--- config.mk ---
export PLATFORM = sky130hd
export DESIGN_NAME = pong_top
export DESIGN_NICKNAME = d
export VERILOG_FILES = /design/src/pong_pkg.sv /design/src/display_timing.sv /design/src/button_debounce.sv /design/src/pong_game.sv /design/src/pong_painter.sv /design/src/pong_top.sv
export SDC_FILE = /design/constraint.sdc
export NUM_CORES = 1
export LEC_CHECK = 0
export ABC_AREA = 1
export BUFFER_PORTS_ARGS = -buffer_cell sky130_fd_sc_hd__buf_2
export CORE_UTILIZATION = 35
export CTS_CLUSTER_DIAMETER = 80
export DETAILED_ROUTE_END_ITERATION = 8
export SYNTH_ARGS = -nofsm -noshare
export SYNTH_HDL_FRONTEND = slang
export SYNTH_SLANG_ARGS = --single-unit
--- constraint.sdc ---
create_clock -name clk_pix -period 2.85 [get_ports clk_pix]
set_input_delay 0.285 -clock clk_pix [delete_from_list [all_inputs] [get_ports clk_pix]]
set_output_delay 0.285 -clock clk_pix [all_outputs]
set_load 0.1 [all_outputs]
--- src/pong_pkg.sv ---
// shared types for the pong design
// coordinate, colour channel and score vectors, game states, fixed colours

package pong_pkg;

	localparam int CORDW = 10;	// covers 525 total columns

	typedef logic [CORDW-1:0] coord_t;	// screen and object positions
	typedef logic [4:0] chan_t;	// one 5-bit colour channel
	typedef logic [3:0] score_t;	// one side's score

	typedef enum logic [2:0] {
		NEW_GAME,	// clear scores
		POSITION,	// place ball and paddles
		READY,	// wait for serve
		POINT,	// point scored and waiting for fire
		END_GAME,	// game won and waiting for fire
		PLAY	// ball in motion
	} game_state_t;

	// warm yellow ball
	localparam chan_t COL_BALL_R = 5'h1f;
	localparam chan_t COL_BALL_G = 5'h1c;
	localparam chan_t COL_BALL_B = 5'h00;

	// white paddles and centre line
	localparam chan_t COL_PAD_R = 5'h1f;
	localparam chan_t COL_PAD_G = 5'h1f;
	localparam chan_t COL_PAD_B = 5'h1f;

	// deep blue background
	localparam chan_t COL_BG_R = 5'h02;
	localparam chan_t COL_BG_G = 5'h06;
	localparam chan_t COL_BG_B = 5'h1f;

endpackage

--- src/display_timing.sv ---
// display timing generator
// pixel counters, active-low syncs, data enable and frame-start pulse

module display_timing #(
	parameter int H_RES = 480,	// active columns
	parameter int V_RES = 272,	// active lines
	parameter int H_FP = 2,	// horizontal front porch
	parameter int H_SYNC = 41,	// horizontal sync width
	parameter int H_BP = 2,	// horizontal back porch
	parameter int V_FP = 2,	// vertical front porch
	parameter int V_SYNC = 10,	// vertical sync width
	parameter int V_BP = 2	// vertical back porch
) (
	input  logic clk_pix,
	input  logic rst,
	output pong_pkg::coord_t sx,	// current column
	output pong_pkg::coord_t sy,	// current line
	output logic hsync,	// active low
	output logic vsync,	// active low
	output logic de,	// active pixel
	output logic frame	// first pixel of vertical blanking
);

	localparam pong_pkg::coord_t H_LAST = pong_pkg::coord_t'(H_RES + H_FP + H_SYNC + H_BP - 1);
	localparam pong_pkg::coord_t V_LAST = pong_pkg::coord_t'(V_RES + V_FP + V_SYNC + V_BP - 1);
	localparam pong_pkg::coord_t HS_STA = pong_pkg::coord_t'(H_RES + H_FP);
	localparam pong_pkg::coord_t HS_END = pong_pkg::coord_t'(H_RES + H_FP + H_SYNC);
	localparam pong_pkg::coord_t VS_STA = pong_pkg::coord_t'(V_RES + V_FP);
	localparam pong_pkg::coord_t VS_END = pong_pkg::coord_t'(V_RES + V_FP + V_SYNC);
	localparam pong_pkg::coord_t H_ACT = pong_pkg::coord_t'(H_RES);
	localparam pong_pkg::coord_t V_ACT = pong_pkg::coord_t'(V_RES);

	pong_pkg::coord_t sx_next, sy_next;	// position on the next cycle

	always_comb begin
		if (sx == H_LAST) begin	// end of line
			sx_next = '0;
			sy_next = (sy == V_LAST) ? '0 : sy + 1'b1;
		end else begin
			sx_next = sx + 1'b1;
			sy_next = sy;
		end
	end

	// decode from the next position so syncs stay aligned with sx and sy
	always_ff @(posedge clk_pix) begin
		if (rst) begin
			sx <= '0;
			sy <= '0;
			hsync <= 1'b1;	// inactive
			vsync <= 1'b1;
			de <= 1'b1;	// pixel 0,0 is active
			frame <= 1'b0;
		end else begin
			sx <= sx_next;
			sy <= sy_next;
			hsync <= ~(sx_next >= HS_STA && sx_next < HS_END);
			vsync <= ~(sy_next >= VS_STA && sy_next < VS_END);
			de <= (sx_next < H_ACT) && (sy_next < V_ACT);
			frame <= (sx_next == '0) && (sy_next == V_ACT);	// game update point
		end
	end

endmodule

--- src/button_debounce.sv ---
// button debouncer
// two-flop synchroniser, hold counter, stable level and press pulse

module button_debounce #(
	parameter int DEB_BITS = 16	// hold time is 2**DEB_BITS cycles
) (
	input  logic clk_pix,
	input  logic rst,
	input  logic in,	// raw button, active high
	output logic level,	// debounced level
	output logic press	// one cycle on a rising level
);

	logic sync_0, sync_1;	// synchroniser flops
	logic [DEB_BITS-1:0] cnt;	// hold counter

	always_ff @(posedge clk_pix) begin
		if (rst) begin
			sync_0 <= 1'b0;
			sync_1 <= 1'b0;
		end else begin
			sync_0 <= in;
			sync_1 <= sync_0;
		end
	end

	always_ff @(posedge clk_pix) begin
		if (rst) begin
			cnt <= '0;
			level <= 1'b0;
			press <= 1'b0;
		end else begin
			press <= 1'b0;
			if (sync_1 == level) begin
				cnt <= '0;	// input agrees, restart hold
			end else if (cnt == '1) begin
				// held for a full count
				level <= sync_1;
				press <= sync_1;	// only on a rising change
				cnt <= '0;
			end else begin
				cnt <= cnt + 1'b1;
			end
		end
	end

endmodule

--- src/pong_game.sv ---
// game logic
// state machine, ball motion and bounce, player and computer paddles, scores

module pong_game #(
	parameter int H_RES = 480,
	parameter int V_RES = 272,
	parameter int BALL_SIZE = 8,	// ball side in pixels
	parameter int BALL_SPX = 2,	// pixels per frame
	parameter int BALL_SPY = 1,
	parameter int PAD_HEIGHT = 48,
	parameter int PAD_WIDTH = 10,
	parameter int PAD_OFFS = 32,	// paddle gap from screen edge
	parameter int PAD_SPY = 3,	// paddle pixels per frame
	parameter int WIN = 4	// score that ends the game
) (
	input  logic clk_pix,
	input  logic rst,
	input  logic frame,	// start of vertical blanking
	input  logic fire,	// press pulse
	input  logic up,	// level
	input  logic dn,	// level
	input  logic hit_l,	// ball pixel on left paddle
	input  logic hit_r,	// ball pixel on right paddle
	output pong_pkg::coord_t ball_x,
	output pong_pkg::coord_t ball_y,
	output pong_pkg::coord_t padl_y,
	output pong_pkg::coord_t padr_y,
	output pong_pkg::score_t score_l,
	output pong_pkg::score_t score_r
);

	localparam pong_pkg::coord_t PAD_MAX = pong_pkg::coord_t'(V_RES - PAD_HEIGHT);
	localparam pong_pkg::coord_t PAD_MID = pong_pkg::coord_t'((V_RES - PAD_HEIGHT) / 2);
	localparam pong_pkg::coord_t PAD_HALF = pong_pkg::coord_t'(PAD_HEIGHT / 2);
	localparam pong_pkg::coord_t BALL_HALF = pong_pkg::coord_t'(BALL_SIZE / 2);
	localparam pong_pkg::coord_t X_MAX = pong_pkg::coord_t'(H_RES - BALL_SIZE);
	localparam pong_pkg::coord_t Y_MAX = pong_pkg::coord_t'(V_RES - BALL_SIZE);
	localparam pong_pkg::coord_t SERVE_LX = pong_pkg::coord_t'(PAD_OFFS + PAD_WIDTH);
	localparam pong_pkg::coord_t SERVE_RX =
		pong_pkg::coord_t'(H_RES - PAD_OFFS - PAD_WIDTH - BALL_SIZE);
	localparam pong_pkg::coord_t SERVE_Y = pong_pkg::coord_t'((V_RES - BALL_SIZE) / 2);
	localparam pong_pkg::coord_t SPX = pong_pkg::coord_t'(BALL_SPX);
	localparam pong_pkg::coord_t SPY = pong_pkg::coord_t'(BALL_SPY);
	localparam pong_pkg::coord_t PSPY = pong_pkg::coord_t'(PAD_SPY);
	localparam pong_pkg::score_t WIN_SCORE = pong_pkg::score_t'(WIN);

	pong_pkg::game_state_t state, state_next;
	logic ball_dx, ball_dy;	// 0 means right and down
	logic coll_l, coll_r;	// ball reached an edge
	logic edge_l, edge_r;	// edge reached on this frame step

	// edge test for the next horizontal step
	always_comb begin
		edge_r = !ball_dx && (ball_x + SPX >= X_MAX);
		edge_l = ball_dx && (ball_x <= SPX);
	end

	always_comb begin
		case (state)
			pong_pkg::NEW_GAME: state_next = pong_pkg::POSITION;
			pong_pkg::POSITION: state_next = pong_pkg::READY;
			pong_pkg::READY: state_next = fire ? pong_pkg::PLAY : pong_pkg::READY;
			pong_pkg::POINT: state_next = fire ? pong_pkg::POSITION : pong_pkg::POINT;
			pong_pkg::END_GAME: state_next = fire ? pong_pkg::NEW_GAME : pong_pkg::END_GAME;
			pong_pkg::PLAY: begin
				if (coll_l || coll_r)
					state_next = (score_l == WIN_SCORE || score_r == WIN_SCORE) ?
						pong_pkg::END_GAME : pong_pkg::POINT;
				else
					state_next = pong_pkg::PLAY;
			end
			default: state_next = pong_pkg::NEW_GAME;
		endcase
	end

	always_ff @(posedge clk_pix) begin
		if (rst) state <= pong_pkg::NEW_GAME;
		else state <= state_next;
	end

	// scores and edge flags
	always_ff @(posedge clk_pix) begin
		if (rst || state == pong_pkg::NEW_GAME) begin
			score_l <= '0;
			score_r <= '0;
			coll_l <= 1'b0;
			coll_r <= 1'b0;	// left serves a new game
		end else if (state == pong_pkg::POSITION) begin
			coll_l <= 1'b0;	// serve side already taken
			coll_r <= 1'b0;
		end else if (state == pong_pkg::PLAY && frame) begin
			if (edge_r) begin
				score_l <= score_l + 1'b1;
				coll_r <= 1'b1;
			end else if (edge_l) begin
				score_r <= score_r + 1'b1;
				coll_l <= 1'b1;
			end
		end
	end

	// ball position and direction
	always_ff @(posedge clk_pix) begin
		if (rst) begin
			ball_x <= SERVE_LX;
			ball_y <= SERVE_Y;
			ball_dx <= 1'b0;
			ball_dy <= 1'b0;
		end else if (state == pong_pkg::POSITION) begin
			ball_y <= SERVE_Y;
			ball_dy <= 1'b0;
			if (coll_r) begin	// right side serves after a right edge
				ball_x <= SERVE_RX;
				ball_dx <= 1'b1;
			end else begin
				ball_x <= SERVE_LX;
				ball_dx <= 1'b0;
			end
		end else if (state == pong_pkg::PLAY) begin
			if (frame) begin
				if (edge_r) ball_x <= X_MAX;	// park at the edge
				else if (edge_l) ball_x <= '0;
				else if (!ball_dx) ball_x <= ball_x + SPX;
				else ball_x <= ball_x - SPX;

				if (!ball_dy) begin	// moving down
					if (ball_y + SPY >= Y_MAX) begin
						ball_y <= Y_MAX;
						ball_dy <= 1'b1;
					end else begin
						ball_y <= ball_y + SPY;
					end
				end else begin	// moving up
					if (ball_y <= SPY) begin
						ball_y <= '0;
						ball_dy <= 1'b0;
					end else begin
						ball_y <= ball_y - SPY;
					end
				end
			end
			if (hit_l && ball_dx) ball_dx <= 1'b0;	// bounce right
			if (hit_r && !ball_dx) ball_dx <= 1'b1;	// bounce left
		end
	end

	// player paddle on the left and computer paddle on the right
	always_ff @(posedge clk_pix) begin
		if (rst || state == pong_pkg::POSITION) begin
			padl_y <= PAD_MID;
			padr_y <= PAD_MID;
		end else if (frame) begin
			if (dn) begin
				if (padl_y + PSPY >= PAD_MAX) padl_y <= PAD_MAX;	// clamp bottom
				else padl_y <= padl_y + PSPY;
			end else if (up) begin
				if (padl_y <= PSPY) padl_y <= '0;	// clamp top
				else padl_y <= padl_y - PSPY;
			end

			// computer lines up its centre with the ball centre
			if (padr_y + PAD_HALF < ball_y + BALL_HALF) begin
				if (padr_y + PSPY >= PAD_MAX) padr_y <= PAD_MAX;
				else padr_y <= padr_y + PSPY;
			end else if (padr_y + PAD_HALF > ball_y + BALL_HALF) begin
				if (padr_y <= PSPY) padr_y <= '0;
				else padr_y <= padr_y - PSPY;
			end
		end
	end

endmodule

--- src/pong_painter.sv ---
// pixel painter
// object tests per pixel, hit strobes, colour choice and registered video out

module pong_painter #(
	parameter int H_RES = 480,
	parameter int V_RES = 272,
	parameter int BALL_SIZE = 8,
	parameter int PAD_HEIGHT = 48,
	parameter int PAD_WIDTH = 10,
	parameter int PAD_OFFS = 32
) (
	input  logic clk_pix,
	input  logic rst,
	input  pong_pkg::coord_t sx,
	input  pong_pkg::coord_t sy,
	input  logic de,
	input  logic hsync,
	input  logic vsync,
	input  pong_pkg::coord_t ball_x,
	input  pong_pkg::coord_t ball_y,
	input  pong_pkg::coord_t padl_y,
	input  pong_pkg::coord_t padr_y,
	output logic hit_l,	// ball pixel on left paddle
	output logic hit_r,	// ball pixel on right paddle
	output logic vga_hsync,
	output logic vga_vsync,
	output logic vga_de,
	output pong_pkg::chan_t vga_r,
	output pong_pkg::chan_t vga_g,
	output pong_pkg::chan_t vga_b
);

	localparam pong_pkg::coord_t BALL_W = pong_pkg::coord_t'(BALL_SIZE);
	localparam pong_pkg::coord_t PAD_H = pong_pkg::coord_t'(PAD_HEIGHT);
	localparam pong_pkg::coord_t PADL_X0 = pong_pkg::coord_t'(PAD_OFFS);
	localparam pong_pkg::coord_t PADL_X1 = pong_pkg::coord_t'(PAD_OFFS + PAD_WIDTH);
	localparam pong_pkg::coord_t PADR_X0 = pong_pkg::coord_t'(H_RES - PAD_OFFS - PAD_WIDTH);
	localparam pong_pkg::coord_t PADR_X1 = pong_pkg::coord_t'(H_RES - PAD_OFFS);
	localparam pong_pkg::coord_t MID_X = pong_pkg::coord_t'(H_RES / 2);
	localparam pong_pkg::coord_t H_ACT = pong_pkg::coord_t'(H_RES);
	localparam pong_pkg::coord_t V_ACT = pong_pkg::coord_t'(V_RES);

	logic in_area, ball, padl, padr, mid_line;
	pong_pkg::chan_t paint_r, paint_g, paint_b;

	always_comb begin
		in_area = (sx < H_ACT) && (sy < V_ACT);	// no hits from blanking
		ball = in_area && (sx >= ball_x) && (sx < ball_x + BALL_W)
			&& (sy >= ball_y) && (sy < ball_y + BALL_W);
		padl = in_area && (sx >= PADL_X0) && (sx < PADL_X1)
			&& (sy >= padl_y) && (sy < padl_y + PAD_H);
		padr = in_area && (sx >= PADR_X0) && (sx < PADR_X1)
			&& (sy >= padr_y) && (sy < padr_y + PAD_H);
		mid_line = (sx == MID_X) && (sy[3:2] != 2'b00);	// 12 on and 4 off
		hit_l = ball && padl;
		hit_r = ball && padr;
	end

	always_comb begin
		if (ball) begin
			{paint_r, paint_g, paint_b} =
				{pong_pkg::COL_BALL_R, pong_pkg::COL_BALL_G, pong_pkg::COL_BALL_B};
		end else if (padl || padr || mid_line) begin
			{paint_r, paint_g, paint_b} =
				{pong_pkg::COL_PAD_R, pong_pkg::COL_PAD_G, pong_pkg::COL_PAD_B};
		end else begin
			{paint_r, paint_g, paint_b} =
				{pong_pkg::COL_BG_R, pong_pkg::COL_BG_G, pong_pkg::COL_BG_B};
		end
	end

	// output stage one cycle behind sx and sy
	always_ff @(posedge clk_pix) begin
		if (rst) begin
			vga_hsync <= 1'b1;
			vga_vsync <= 1'b1;
			vga_de <= 1'b0;
			vga_r <= '0;
			vga_g <= '0;
			vga_b <= '0;
		end else begin
			vga_hsync <= hsync;
			vga_vsync <= vsync;
			vga_de <= de;
			vga_r <= de ? paint_r : '0;	// black in blanking
			vga_g <= de ? paint_g : '0;
			vga_b <= de ? paint_b : '0;
		end
	end

endmodule

--- src/pong_top.sv ---
// pong top level
// geometry and rule parameters, timing, buttons, game and painter

module pong_top #(
	parameter int H_RES = 480,
	parameter int V_RES = 272,
	parameter int H_FP = 2,
	parameter int H_SYNC = 41,
	parameter int H_BP = 2,
	parameter int V_FP = 2,
	parameter int V_SYNC = 10,
	parameter int V_BP = 2,
	parameter int BALL_SIZE = 8,
	parameter int BALL_SPX = 2,
	parameter int BALL_SPY = 1,
	parameter int PAD_HEIGHT = 48,
	parameter int PAD_WIDTH = 10,
	parameter int PAD_OFFS = 32,
	parameter int PAD_SPY = 3,
	parameter int WIN = 4,	// at most 15
	parameter int DEB_BITS = 16
) (
	input  logic clk_pix,
	input  logic rst,	// stands in for clock lock
	input  logic btn_fire,
	input  logic btn_up,
	input  logic btn_dn,
	output logic vga_hsync,
	output logic vga_vsync,
	output logic vga_de,
	output pong_pkg::chan_t vga_r,
	output pong_pkg::chan_t vga_g,
	output pong_pkg::chan_t vga_b,
	output pong_pkg::score_t score_l,
	output pong_pkg::score_t score_r
);

	pong_pkg::coord_t sx, sy, ball_x, ball_y, padl_y, padr_y;
	logic hsync, vsync, de, frame;
	logic fire, up, dn, hit_l, hit_r;

	display_timing #(
		.H_RES(H_RES), .V_RES(V_RES), .H_FP(H_FP), .H_SYNC(H_SYNC), .H_BP(H_BP),
		.V_FP(V_FP), .V_SYNC(V_SYNC), .V_BP(V_BP)
	) i_display_timing (
		.clk_pix, .rst, .sx, .sy, .hsync, .vsync, .de, .frame
	);

	button_debounce #(.DEB_BITS(DEB_BITS)) i_deb_fire (
		.clk_pix, .rst, .in(btn_fire), .level(), .press(fire)	// serve on press
	);
	button_debounce #(.DEB_BITS(DEB_BITS)) i_deb_up (
		.clk_pix, .rst, .in(btn_up), .level(up), .press()
	);
	button_debounce #(.DEB_BITS(DEB_BITS)) i_deb_dn (
		.clk_pix, .rst, .in(btn_dn), .level(dn), .press()
	);

	pong_game #(
		.H_RES(H_RES), .V_RES(V_RES), .BALL_SIZE(BALL_SIZE), .BALL_SPX(BALL_SPX),
		.BALL_SPY(BALL_SPY), .PAD_HEIGHT(PAD_HEIGHT), .PAD_WIDTH(PAD_WIDTH),
		.PAD_OFFS(PAD_OFFS), .PAD_SPY(PAD_SPY), .WIN(WIN)
	) i_pong_game (
		.clk_pix, .rst, .frame, .fire, .up, .dn, .hit_l, .hit_r,
		.ball_x, .ball_y, .padl_y, .padr_y, .score_l, .score_r
	);

	pong_painter #(
		.H_RES(H_RES), .V_RES(V_RES), .BALL_SIZE(BALL_SIZE), .PAD_HEIGHT(PAD_HEIGHT),
		.PAD_WIDTH(PAD_WIDTH), .PAD_OFFS(PAD_OFFS)
	) i_pong_painter (
		.clk_pix, .rst, .sx, .sy, .de, .hsync, .vsync,
		.ball_x, .ball_y, .padl_y, .padr_y, .hit_l, .hit_r,
		.vga_hsync, .vga_vsync, .vga_de, .vga_r, .vga_g, .vga_b
	);

endmodule

# ---- After elaboration in Yosys (flattened, before gate mapping)
# Index checks and enable logic that the tools add are counted.
dict set report classes {
  n_mux 40
  n_lt_le_gt_ge 30
  addsub 21
  eq_ne 17
  bitwise_logic 9
  reduce_logical 60
}
# operator n
set ops {}
lappend ops {{two-way mux 10 bit} 20}
lappend ops {{< comparator 10 x 9 -> 1 bit (second input constant)} 6}
lappend ops {{>= comparator 10 x 9 -> 1 bit (second input constant)} 5}
lappend ops {{< comparator 10 bit} 5}
lappend ops {{adder 16 x 1 -> 16 bit (second input constant)} 3}
lappend ops {{equality test 16 bit (second input constant)} 3}
lappend ops {{>= comparator 10 bit} 4}
lappend ops {{adder 10 x 1 -> 10 bit (second input constant)} 3}
lappend ops {{adder 10 x 2 -> 10 bit (second input constant)} 3}
lappend ops {{<= comparator 10 x 2 -> 1 bit (second input constant)} 3}
lappend ops {{subtractor 10 x 2 -> 10 bit (second input constant)} 3}
lappend ops {{logical AND 1 bit} 25}
lappend ops {{two-way mux 5 bit} 5}
lappend ops {{adder 10 x 4 -> 10 bit (second input constant)} 2}
lappend ops {{adder 10 x 6 -> 10 bit (second input constant)} 2}
lappend ops {{equality test 10 x 9 -> 1 bit (second input constant)} 2}
lappend ops {{>= comparator 10 x 8 -> 1 bit (second input constant)} 2}
lappend ops {{one-hot mux 3 bit (6 select lines)} 1}
lappend ops {{AND reduction 2 bit} 9}
lappend ops {{OR reduction 3 bit} 5}
lappend ops {{two-way mux 3 bit} 4}
lappend ops {{adder 10 x 3 -> 10 bit (second input constant)} 1}
lappend ops {{adder 10 x 5 -> 10 bit (second input constant)} 1}
lappend ops {{equality test 10 bit (second input constant)} 1}
lappend ops {{26 further kinds} 59}
dict set report word_totals {
  out_inout_bits 26
  reg_bits 155
}

# ---- Logic depth before layout (Yosys ltp)
# Gate-level depths: netlist of the first run.
dict set report depth {
  ltp_word 12
  mapped_depth 18
}

# ---- Cells and area by module
# From an unflattened synthesis of the first run, not the netlist that was laid out.
dict set report unflattened {
  hier_cells 1826
  hier_area_um2 11947.7
}
# module instances area_each_um2 cells_each
set by_module_without_submodules {}
lappend by_module_without_submodules {pong_game 1 4864.7 763}
lappend by_module_without_submodules {button_debounce 3 933.4 121}
lappend by_module_without_submodules {pong_painter 1 2591.2 415}
lappend by_module_without_submodules {display_timing 1 1691.6 285}

# ---- Worst setup path before layout of the first run
# Ideal clock, no wire load.
dict set report synth_path {
  kind {flip-flop to flip-flop}
  from {reg i_pong_game.padr_y[3]}
  to {reg i_pong_game.padr_y[2]}
  t_arrival_ns 2.431
  slack_ns 0.302
  synth_period_minus_slack_ns 2.548
  path_stages_with_launch 14
  required_time_ns 2.733
  path_buffers 0
  path_cell_list {dfxtp_1 inv_1 ha_1 nor2_1 nand2_1 xor2_1 ha_1 a21oi_1 o21a_1 nand3_1 a21oi_1 o21ai_0 nor2_1 nor2_1}
}
dict set report synth_between {
  elab_chain_cells 4
  word_cells_on_any_way 12
}
# item line_no
set synth_lines {}
lappend synth_lines {{from (decl)} pong_game.sv:27} ;# output pong_pkg::coord_t padr_y,
lappend synth_lines {{from (signal assigned)} pong_game.sv:164} ;# else padr_y <= padr_y + PSPY;
lappend synth_lines {{from (signal assigned)} pong_game.sv:167} ;# else padr_y <= padr_y - PSPY;
lappend synth_lines {{adder 10 x 2 -> 10 bit (tied with other cells)} pong_game.sv:163} ;# if (padr_y + PSPY >= PAD_MAX) padr_y <= PAD_MAX;
lappend synth_lines {{>= comparator 10 x 8 -> 1 bit (tied with other cells)} pong_game.sv:163}
lappend synth_lines {{two-way mux 10 bit (tied with other cells)} pong_game.sv:163}
lappend synth_lines {{two-way mux 10 bit / AND reduction 2 bit (equally long branches)} n/a}
# Parallel ways exist; a longest one is shown, timed or not. The select of a mux whose other input is x is not followed.
# A chain may end at the register's enable or synchronous reset.

# ---- Final worst setup path of the first run
dict set report layout_path {
  from {reg i_pong_game.ball_y[4]}
  to {reg i_pong_game.padr_y[4]}
}
dict set report layout_between {
  elab_chain_cells 4
  word_cells_on_any_way 6
}
# item line_no
set layout_lines {}
lappend layout_lines {{from (decl)} pong_game.sv:25} ;# output pong_pkg::coord_t ball_y,
lappend layout_lines {{from (signal assigned)} pong_game.sv:131} ;# ball_y <= ball_y + SPY;
lappend layout_lines {{from (signal assigned)} pong_game.sv:138} ;# ball_y <= ball_y - SPY;
lappend layout_lines {{adder 10 x 3 -> 10 bit *} {pong_game.sv:162, pong_game.sv:165}}
lappend layout_lines {{> comparator 10 bit / < comparator 10 bit (equally long branches)} {pong_game.sv:165, pong_game.sv:162}}
lappend layout_lines {{nonzero test 2 bit (no line)} n/a}
lappend layout_lines {{AND reduction 2 bit (no line)} n/a}
# Mark *: on every way between the ends. The rest lies on a longest branch, timed or not.

==> results.py, run 1 <==
metrics = {
    "critical_path": {
        "r2r-end": "i_pong_game.padr_y[4]",
        "endpoint_kind": "flip-flop",
        "critPathMaxFanout": 11,
        "cp-start-kind": "flip-flop",
        "cp.arrival_ns": 2.93,
        "reg2reg_slack_ns": 0.21,
        "ff2ff_path_depth": 16,
        "required_ns": 3.14,
        "r2r_start": "i_pong_game.ball_y[4]",
        "worstSetupPathType": "reg -> reg",
    },
    "finish": {
        "drive_above_1_share_pct": 10.2,
        "fill_cells": 3158,
        "area_growth_pct": 12.0,
        "fin_nets": 1736,
        "n_antenna_cell": 0,
        "final_cell_area_um2": 12000,
    },
    "detailed_routing": {
        "drt-initial-drc-count": 875,
        "routed_wl_mm": 26.8,
        "drc": 0,
        "vias": 10000,
        "dr.pass1.iters": 5,
        "wl_per_cell_um": 13.2,
        "final_antenna_net_count": 0,
        "viasPerCell": 4.94,
    },
    "cts": {
        "h-tree-depth": 4,
        "cts_buffer_depth": 2,
        "clock_latency_ns": 0.43,
        "cts_tree": "yes",
        "numCtsBuffers": 17,
        "cts_sinks": 144,
        "ctsHoldBuffers": 0,
        "cts-root-buf": "clkbuf_16",
        "clkTransAtPathRegs_ns": 0.07,
    },
    "timing": {
        "worst_clock_skew_ns": 0.00982,
        "period_needed_ns": 2.64,
        "setup_viol": 0,
        "maxSlewViolCount": 0,
        "worst_slew_pin_slew_ns": 0.924,
        "worst_hold_slack_ns": 0.0579,
        "max_slew_margin_pct": 38.3,
        "fmax_mhz": 379,
        "finalHoldViolCount": 0,
        "fin_crit_sh_pct": 92.6,
    },
    "logic_synthesis": {
        "synth_nets": 1698,
        "synth_cell_type_count": 54,
        "synth_edf_count": 0,
        "ys.flop_type": "dfxtp_1",
        "syn_inst": 1583,
        "synthArstFlopShare_pct": 0,
        "ys_seq_area_share_pct": 26.9,
        "synth_top_family_by_area": "simple AND/OR/NAND/NOR gates",
        "synthAdderAreaFrac_pct": 12.8,
        "synth-simple-area-share_pct": 32.0,
        "synth-seq-cells": 144,
        "synthXorXnorAreaFrac_pct": 7.17,
        "muxShareOfSynthArea_pct": 0,
        "syn_area_um2": 10700,
        "synth_compound_area_share_pct": 11.1,
        "synth_warnings": 0,
        "synth_area_per_cell_um2": 6.78,
    },
    "power_and_ir_drop": {
        "cellPowerDensity_nw_per_um2": 408,
        "p_leak_nw": 5.49,
        "peakVddDrop_mv": 0.350,
    },
    "grt": {
        "grt_use_total_pct": 17.7,
        "grt_overflow": 0,
        "antenna_found_initial": 0,
        "grt_pass1_vias": 9530,
        "grt_max_degree": 36,
        "grt_pass1_wl_mm": 45.0,
    },
    "placement": {
        "port_buffers": 30,
        "dp_hpwl_mm": 20.5,
        "placed_area_um2": 11300,
        "gp_congestion": 0.886,
    },
    "floorplan": {
        "die_h_um": 177,
        "core.rowCount": 63,
        "die_x_um": 177,
        "die_area_um2": 31400,
        "start_util_pct": 35.9,
        "core_area_um2": 29900,
        "ios": 31,
    },
    "worst_hold_path": {
        "hold_depth": 3,
        "hold_start": "btn_up",
        "min_path_type": "in -> reg",
        "whs_endpoint": "i_deb_up.sync_0",
    },
    "job": {
        "max_cap_violations": 0,
    },
    "run_status": {
        "run_status": "completed",
    },
}
-- cells in the mapped netlist, types with 4 or more instances --
| cell | number | share of area (%) |
|---|---|---|
| clkbuf_1 | 8 | 0.28 |
| nor2_2 | 12 | 0.70 |
| nand2_1 | 331 | 12 |
| xor2_1 | 77 | 6.3 |
| a31oi_1 | 14 | 0.82 |
| ha_1 | 110 | 13 |
| o31ai_1 | 4 | 0.28 |
| nor2_1 | 199 | 7.0 |
| nand4_1 | 29 | 1.7 |
| xnor2_1 | 9 | 0.73 |
| o21a_1 | 4 | 0.28 |
| buf_2 | 9 | 0.42 |
| buf_4 | 21 | 1.5 |
| o211ai_1 | 7 | 0.49 |
| nand3b_1 | 5 | 0.35 |
| inv_2 | 11 | 0.38 |
| or2_2 | 9 | 0.52 |
| o21ai_0 | 64 | 3.0 |
| a21o_1 | 4 | 0.28 |
| nor3_1 | 28 | 1.3 |
| nand3_2 | 7 | 0.65 |
| nand2_2 | 10 | 0.58 |
| nor4_1 | 5 | 0.29 |
| inv_1 | 208 | 7.3 |
| nand3_1 | 101 | 4.7 |
| nor3b_1 | 8 | 0.56 |
| a21oi_1 | 103 | 4.8 |
| dfxtp_1 | 144 | 27 |
-- what timing repair did --
| item | CTS | global route |
|---|---|---|
| resized for setup | 0 | 14 |
| endpoints found under the setup margin | 0 | 11 |
| hold endpoints to repair | 0 | 0 |
| setup buffers | 0 | 2 |
-- stage by stage --
stage	util [%]	cells	power, mW	worst slack [ns]	TNS [ns]
floorplan	-	1583	2.36	0.302	0
global placement	37.9	1990	2.45	0.130	0
detailed placement	37.9	1990	2.46	0.0473	0
CTS	40.1	2021	4.98	0.0159	0
global route	40.3	2023	5.10	-0.000488	-0.000488
finish	40.3	2023	4.91	0.212	0
-- power by group --
group / switching (mW) / total (mW) / leakage [nW] / internal, mW
registers: 0.0270 / 2.06 / 1.16 / 2.04
clock network: 0.915 / 2.50 / 0.312 / 1.58
logic: 0.255 / 0.348 / 4.02 / 0.0927
-- final cells by class --
cell class / instances / area [µm²] / area share, %
clock buffer: 20 / 447 / 3.71
sequential: 144 / 2880 / 24.0
multi-input combinational: 1177 / 6800 / 56.6
clock inverter: 11 / 201 / 1.68
tap: 390 / 488 / 4.06
timing repair buffer: 59 / 368 / 3.06
inverter: 222 / 833 / 6.93
-- per-layer routing --
layer  up-vias  global-route usage (%)  wire (µm)
li1       5201                       -          -
met1      4554                    22.3      12500
met2       206                    29.9      12600
met3        39                    3.37       1150
met4         0                    6.11        520
met5         -                       0          0
-- critical path: stages, from the launching register on --
cell	delay (ns)
dfxtp_1	0.36
ha_2	0.22
nand2_2	0.09
nor3_4	0.22
xor2_2	0.17
nand2_1	0.06
o21ai_0	0.08
ha_1	0.27
a21oi_1	0.16
o21a_1	0.15
nand3_2	0.13
nand2_1	0.15
nand2_4	0.11
a21oi_1	0.13
o21ai_0	0.09
nand2_1	0.06
nand2_1	0.04
-- kinds of logic after synthesis --
| kind of cell | count (synthesis) |
|---|---|
| DFF | 144 |
| and+or+nand+nor | 765 |
| adders and majority gates | 110 |
| buffers and inverters | 262 |
| xor gates and xnor gates | 87 |
| AOI/OAI and AO/OA | 215 |
-- state kept, by name (all words and copies together) (netlist names), 3 cells and up --
register,flops
i_deb_dn.cnt,16
i_deb_fire.cnt,16
i_deb_up.cnt,16
i_display_timing.sx,10
i_display_timing.sy,10
i_pong_game.ball_x,9
i_pong_game.ball_y,10
i_pong_game.padl_y,10
i_pong_game.padr_y,10
i_pong_game.score_l,4
i_pong_game.score_r,4
i_pong_game.state,3
i_pong_painter.vga_g,4
-- how the worst max path moves through the flow --
stage                                     start               endpoint  slack [ns]
after floorplan           i_pong_game.padr_y[3]  i_pong_game.padr_y[2]        0.30
after global placement    i_pong_game.ball_y[3]  i_pong_game.padr_y[4]        0.13
after detailed placement  i_pong_game.ball_y[4]  i_pong_game.padr_y[9]        0.05
after CTS                 i_pong_game.ball_y[4]  i_pong_game.padr_y[9]        0.02
after global routing      i_pong_game.ball_y[4]  i_pong_game.padr_y[2]     -0.0005
final                     i_pong_game.ball_y[4]  i_pong_game.padr_y[4]        0.21
-- cells in the final DEF, fill, tap and decap left out, drive strengths merged, types with 3 or more instances in the layout --
cell type  count
o211ai         7
xor2          78
nor2         214
nor3          34
buf           59
a21o           4
inv          222
nor3b          9
o31ai          4
dfxtp        144
and3           3
nand2        342
o22ai          3
o21a           4
nand4         30
clkbuf        20
nor4           5
xnor2          9
a31oi         14
ha           110
o21ai         67
nand3b         5
a21oi        107
bufinv         5
or2           12
nand3        109
clkinv         5
(Power assumes the default switching activity.)
==> inputs of run 2 (changes only) <==
--- a/config.mk
+++ b/config.mk
@@ -8,6 +8,7 @@
 export ABC_AREA = 1
 export BUFFER_PORTS_ARGS = -buffer_cell sky130_fd_sc_hd__buf_2
 export CORE_UTILIZATION = 35
+export CTS_BUF_LIST = sky130_fd_sc_hd__clkbuf_8
 export CTS_CLUSTER_DIAMETER = 80
 export DETAILED_ROUTE_END_ITERATION = 8
 export SYNTH_ARGS = -nofsm -noshare
==> run 2 against run 1 <==
Net effect: worst setup slack better by 0.012 ns; routed wire length hardly changed; clock skew is 0.0065 ns higher; sequential cell count stayed put; cell count hardly changed; combinational power hardly changed; non-clock buffer count is 2 higher; via count hardly changed; clock-buffer cell count is 2 lower; clock power is 23% lower; critical path depth is 1 lower; fmax is 0.48% higher.
==> results.py, run 2 (same netlist as run 1, synthesis figures left out) <==
metrics = {
    "critical_path": {
        "reg2reg_slack_ns": 0.22,
        "crit_slowest_cell": "dfxtp_1",
        "crit_end": "i_pong_game.padr_y[9]",
        "cp_common_cell": "nand2_1",
        "cp.arrival_ns": 3.01,
        "ff2ff_path_depth": 15,
        "cp-start-kind": "flip-flop",
        "worstSetupPathType": "reg -> reg",
        "r2r_start": "i_pong_game.ball_y[4]",
        "endpoint_kind": "flip-flop",
        "critPathMaxFanout": 6,
        "r2r-end": "i_pong_game.padr_y[9]",
        "crit_path_max_incr_delay_ns": 0.35,
        "required_ns": 3.24,
        "cp_cell_sequence": "ha_2, nand2_2, nor3_4, xor2_2, nand2_1, o21ai_0, ha_1, nand2_1, nor2_2, o211ai_1, nand3_2, nand2_1, inv_2, o21ai_0, nor3b_1",
        "setup.worst_path.start": "i_pong_game.ball_y[4]",
    },
    "placement": {
        "dp_hpwl_mm": 20.5,
        "post-place-ws_ns": 0.0473,
        "gp_congestion": 0.886,
        "port_buffers": 30,
    },
    "finish": {
        "final_common_cell": "nand2_1",
        "fin_util_pct": 39.7,
        "layout_common_cells": "nand2_1, inv_1, nor2_1",
        "fill_cells": 3179,
        "area_growth_pct": 10.4,
        "fin_nets": 1738,
        "n_antenna_cell": 0,
        "reg.largest.list": "i_deb_dn.cnt x16, i_deb_fire.cnt x16, i_deb_up.cnt x16",
        "drive_above_1_share_pct": 10.2,
    },
    "timing": {
        "fmax_mhz": 381,
        "max_slew_margin_pct": 39.3,
        "setup_slack_ns": 0.224,
        "worst_hold_slack_ns": 0.369,
        "worst_slew_pin_slew_ns": 0.909,
        "fin_crit_sh_pct": 92.1,
        "setup_viol": 0,
        "finalHoldViolCount": 0,
        "period_needed_ns": 2.63,
        "maxSlewViolCount": 0,
        "rsz0062_at_grt": "true",
        "worst_clock_skew_ns": 0.0163,
    },
    "power_and_ir_drop": {
        "cellPowerDensity_nw_per_um2": 366,
        "peakVddDrop_mv": 0.383,
        "finalPower_mw": 4.33,
        "p_leak_nw": 5.43,
    },
    "detailed_routing": {
        "drc": 0,
        "viasPerCell": 4.94,
        "dr.pass1.iters": 5,
        "final_antenna_net_count": 0,
        "routed_wl_mm": 26.8,
        "vias": 10000,
        "drt-initial-drc-count": 856,
        "wl_per_cell_um": 13.2,
    },
    "cts": {
        "clkTransAtPathRegs_ns": 0.09,
        "cts_buffer_depth": 2,
        "clock_latency_ns": 0.47,
        "cts_tree": "yes",
        "numCtsBuffers": 17,
        "cts_sinks": 144,
        "cts-root-buf": "clkbuf_8",
        "h-tree-depth": 4,
    },
    "worst_hold_path": {
        "min_path_type": "in -> reg",
        "hold_depth": 3,
    },
    "grt": {
        "antenna_found_initial": 0,
        "grt_overflow": 0,
        "grt_max_degree": 36,
        "grt_pass1_wl_mm": 45.1,
        "grt_use_total_pct": 17.8,
        "grt_pass1_vias": 9543,
    },
    "floorplan": {
        "die_area_um2": 31400,
        "start_util_pct": 35.9,
        "core.rowCount": 63,
        "core_area_um2": 29900,
        "die_h_um": 177,
        "die_x_um": 177,
        "ios": 31,
    },
    "job": {
        "max_cap_violations": 0,
    },
    "run_status": {
        "run_status": "completed",
    },
}
==> run 2: changes by cell type in the layout (fill, tap and decap cells not counted) <==
cell / before / now
inv_1: 206 / 208
buf_4: 29 / 28
clkbuf_1: 2 / 0
dlygate4sd3_1: 0 / 3
o21ai_0: 62 / 64
clkbuf_16: 17 / 0
o21ai_1: 4 / 2
clkbuf_8: 1 / 18
==> run 2: worst min path at each step <==
stage,startpoint,to
6_report,rst,i_display_timing.sy[7]
4_1_cts,rst,i_display_timing.sy[7]
3_5_place_dp,i_deb_fire.sync_0,i_deb_fire.sync_1
5_1_grt,rst,i_display_timing.sy[6]
2_1_floorplan,i_deb_dn.sync_0,i_deb_dn.sync_1
3_3_place_gp,i_deb_fire.sync_0,i_deb_fire.sync_1
==> run 2: critical path, delay by kind of cell (launching register included) <==
| kind | cells | cell delay, ns |
|---|---|---|
| simple gates | 8 | 1.13 |
| fa+ha+maj | 2 | 0.52 |
| flops | 1 | 0.35 |
| compound gates | 3 | 0.33 |
| buf+inv | 1 | 0.13 |
| xor+xnor | 1 | 0.10 |
==> run 2: metrics by stage <==
stage	std cells	TNS [ns]	area, µm²
after global routing	2025	-0.0121	11900
after detailed placement	1990	0	11300
final	2025	0	11900
after CTS	2024	0	11800
after global placement	1990	0	11300
after floorplan	1583	0	10700
==> run 2: area by class of cell <==
cell class / count / area (µm²) / share of cell area [%]
Clock buffer: 18 / 248 / 2.09
Clock inverter: 13 / 209 / 1.76
Inverter: 222 / 833 / 7.03
Multi-Input combinational cell: 1177 / 6800 / 57.4
Sequential cell: 144 / 2880 / 24.3
Tap cell: 390 / 488 / 4.12
Timing Repair Buffer: 61 / 390 / 3.29
==> run 2: repair_timing <==
item / in CTS / in global routing
endpoints found under the setup margin: 0 / 11
setup buffers: 0 / 1
hold endpoints to repair: 3 / 0
hold buffers: 3 / 0
gates resized for setup: 0 / 12
==> run 2: per-layer routing <==
layer / track usage, % / up-vias / wire length [µm]
li1: - / 5205 / -
met1: 22.3 / 4540 / 12500
met3: 3.59 / 34 / 1170
met4: 5.57 / 0 / 405
met5: 0 / - / 0
met2: 30.2 / 228 / 12700
==> run 2: power by group <==
| group | switching, mW | internal [mW] |
|---|---|---|
| registers | 0.0272 | 2.03 |
| clock network | 0.858 | 1.07 |
| logic | 0.254 | 0.0953 |
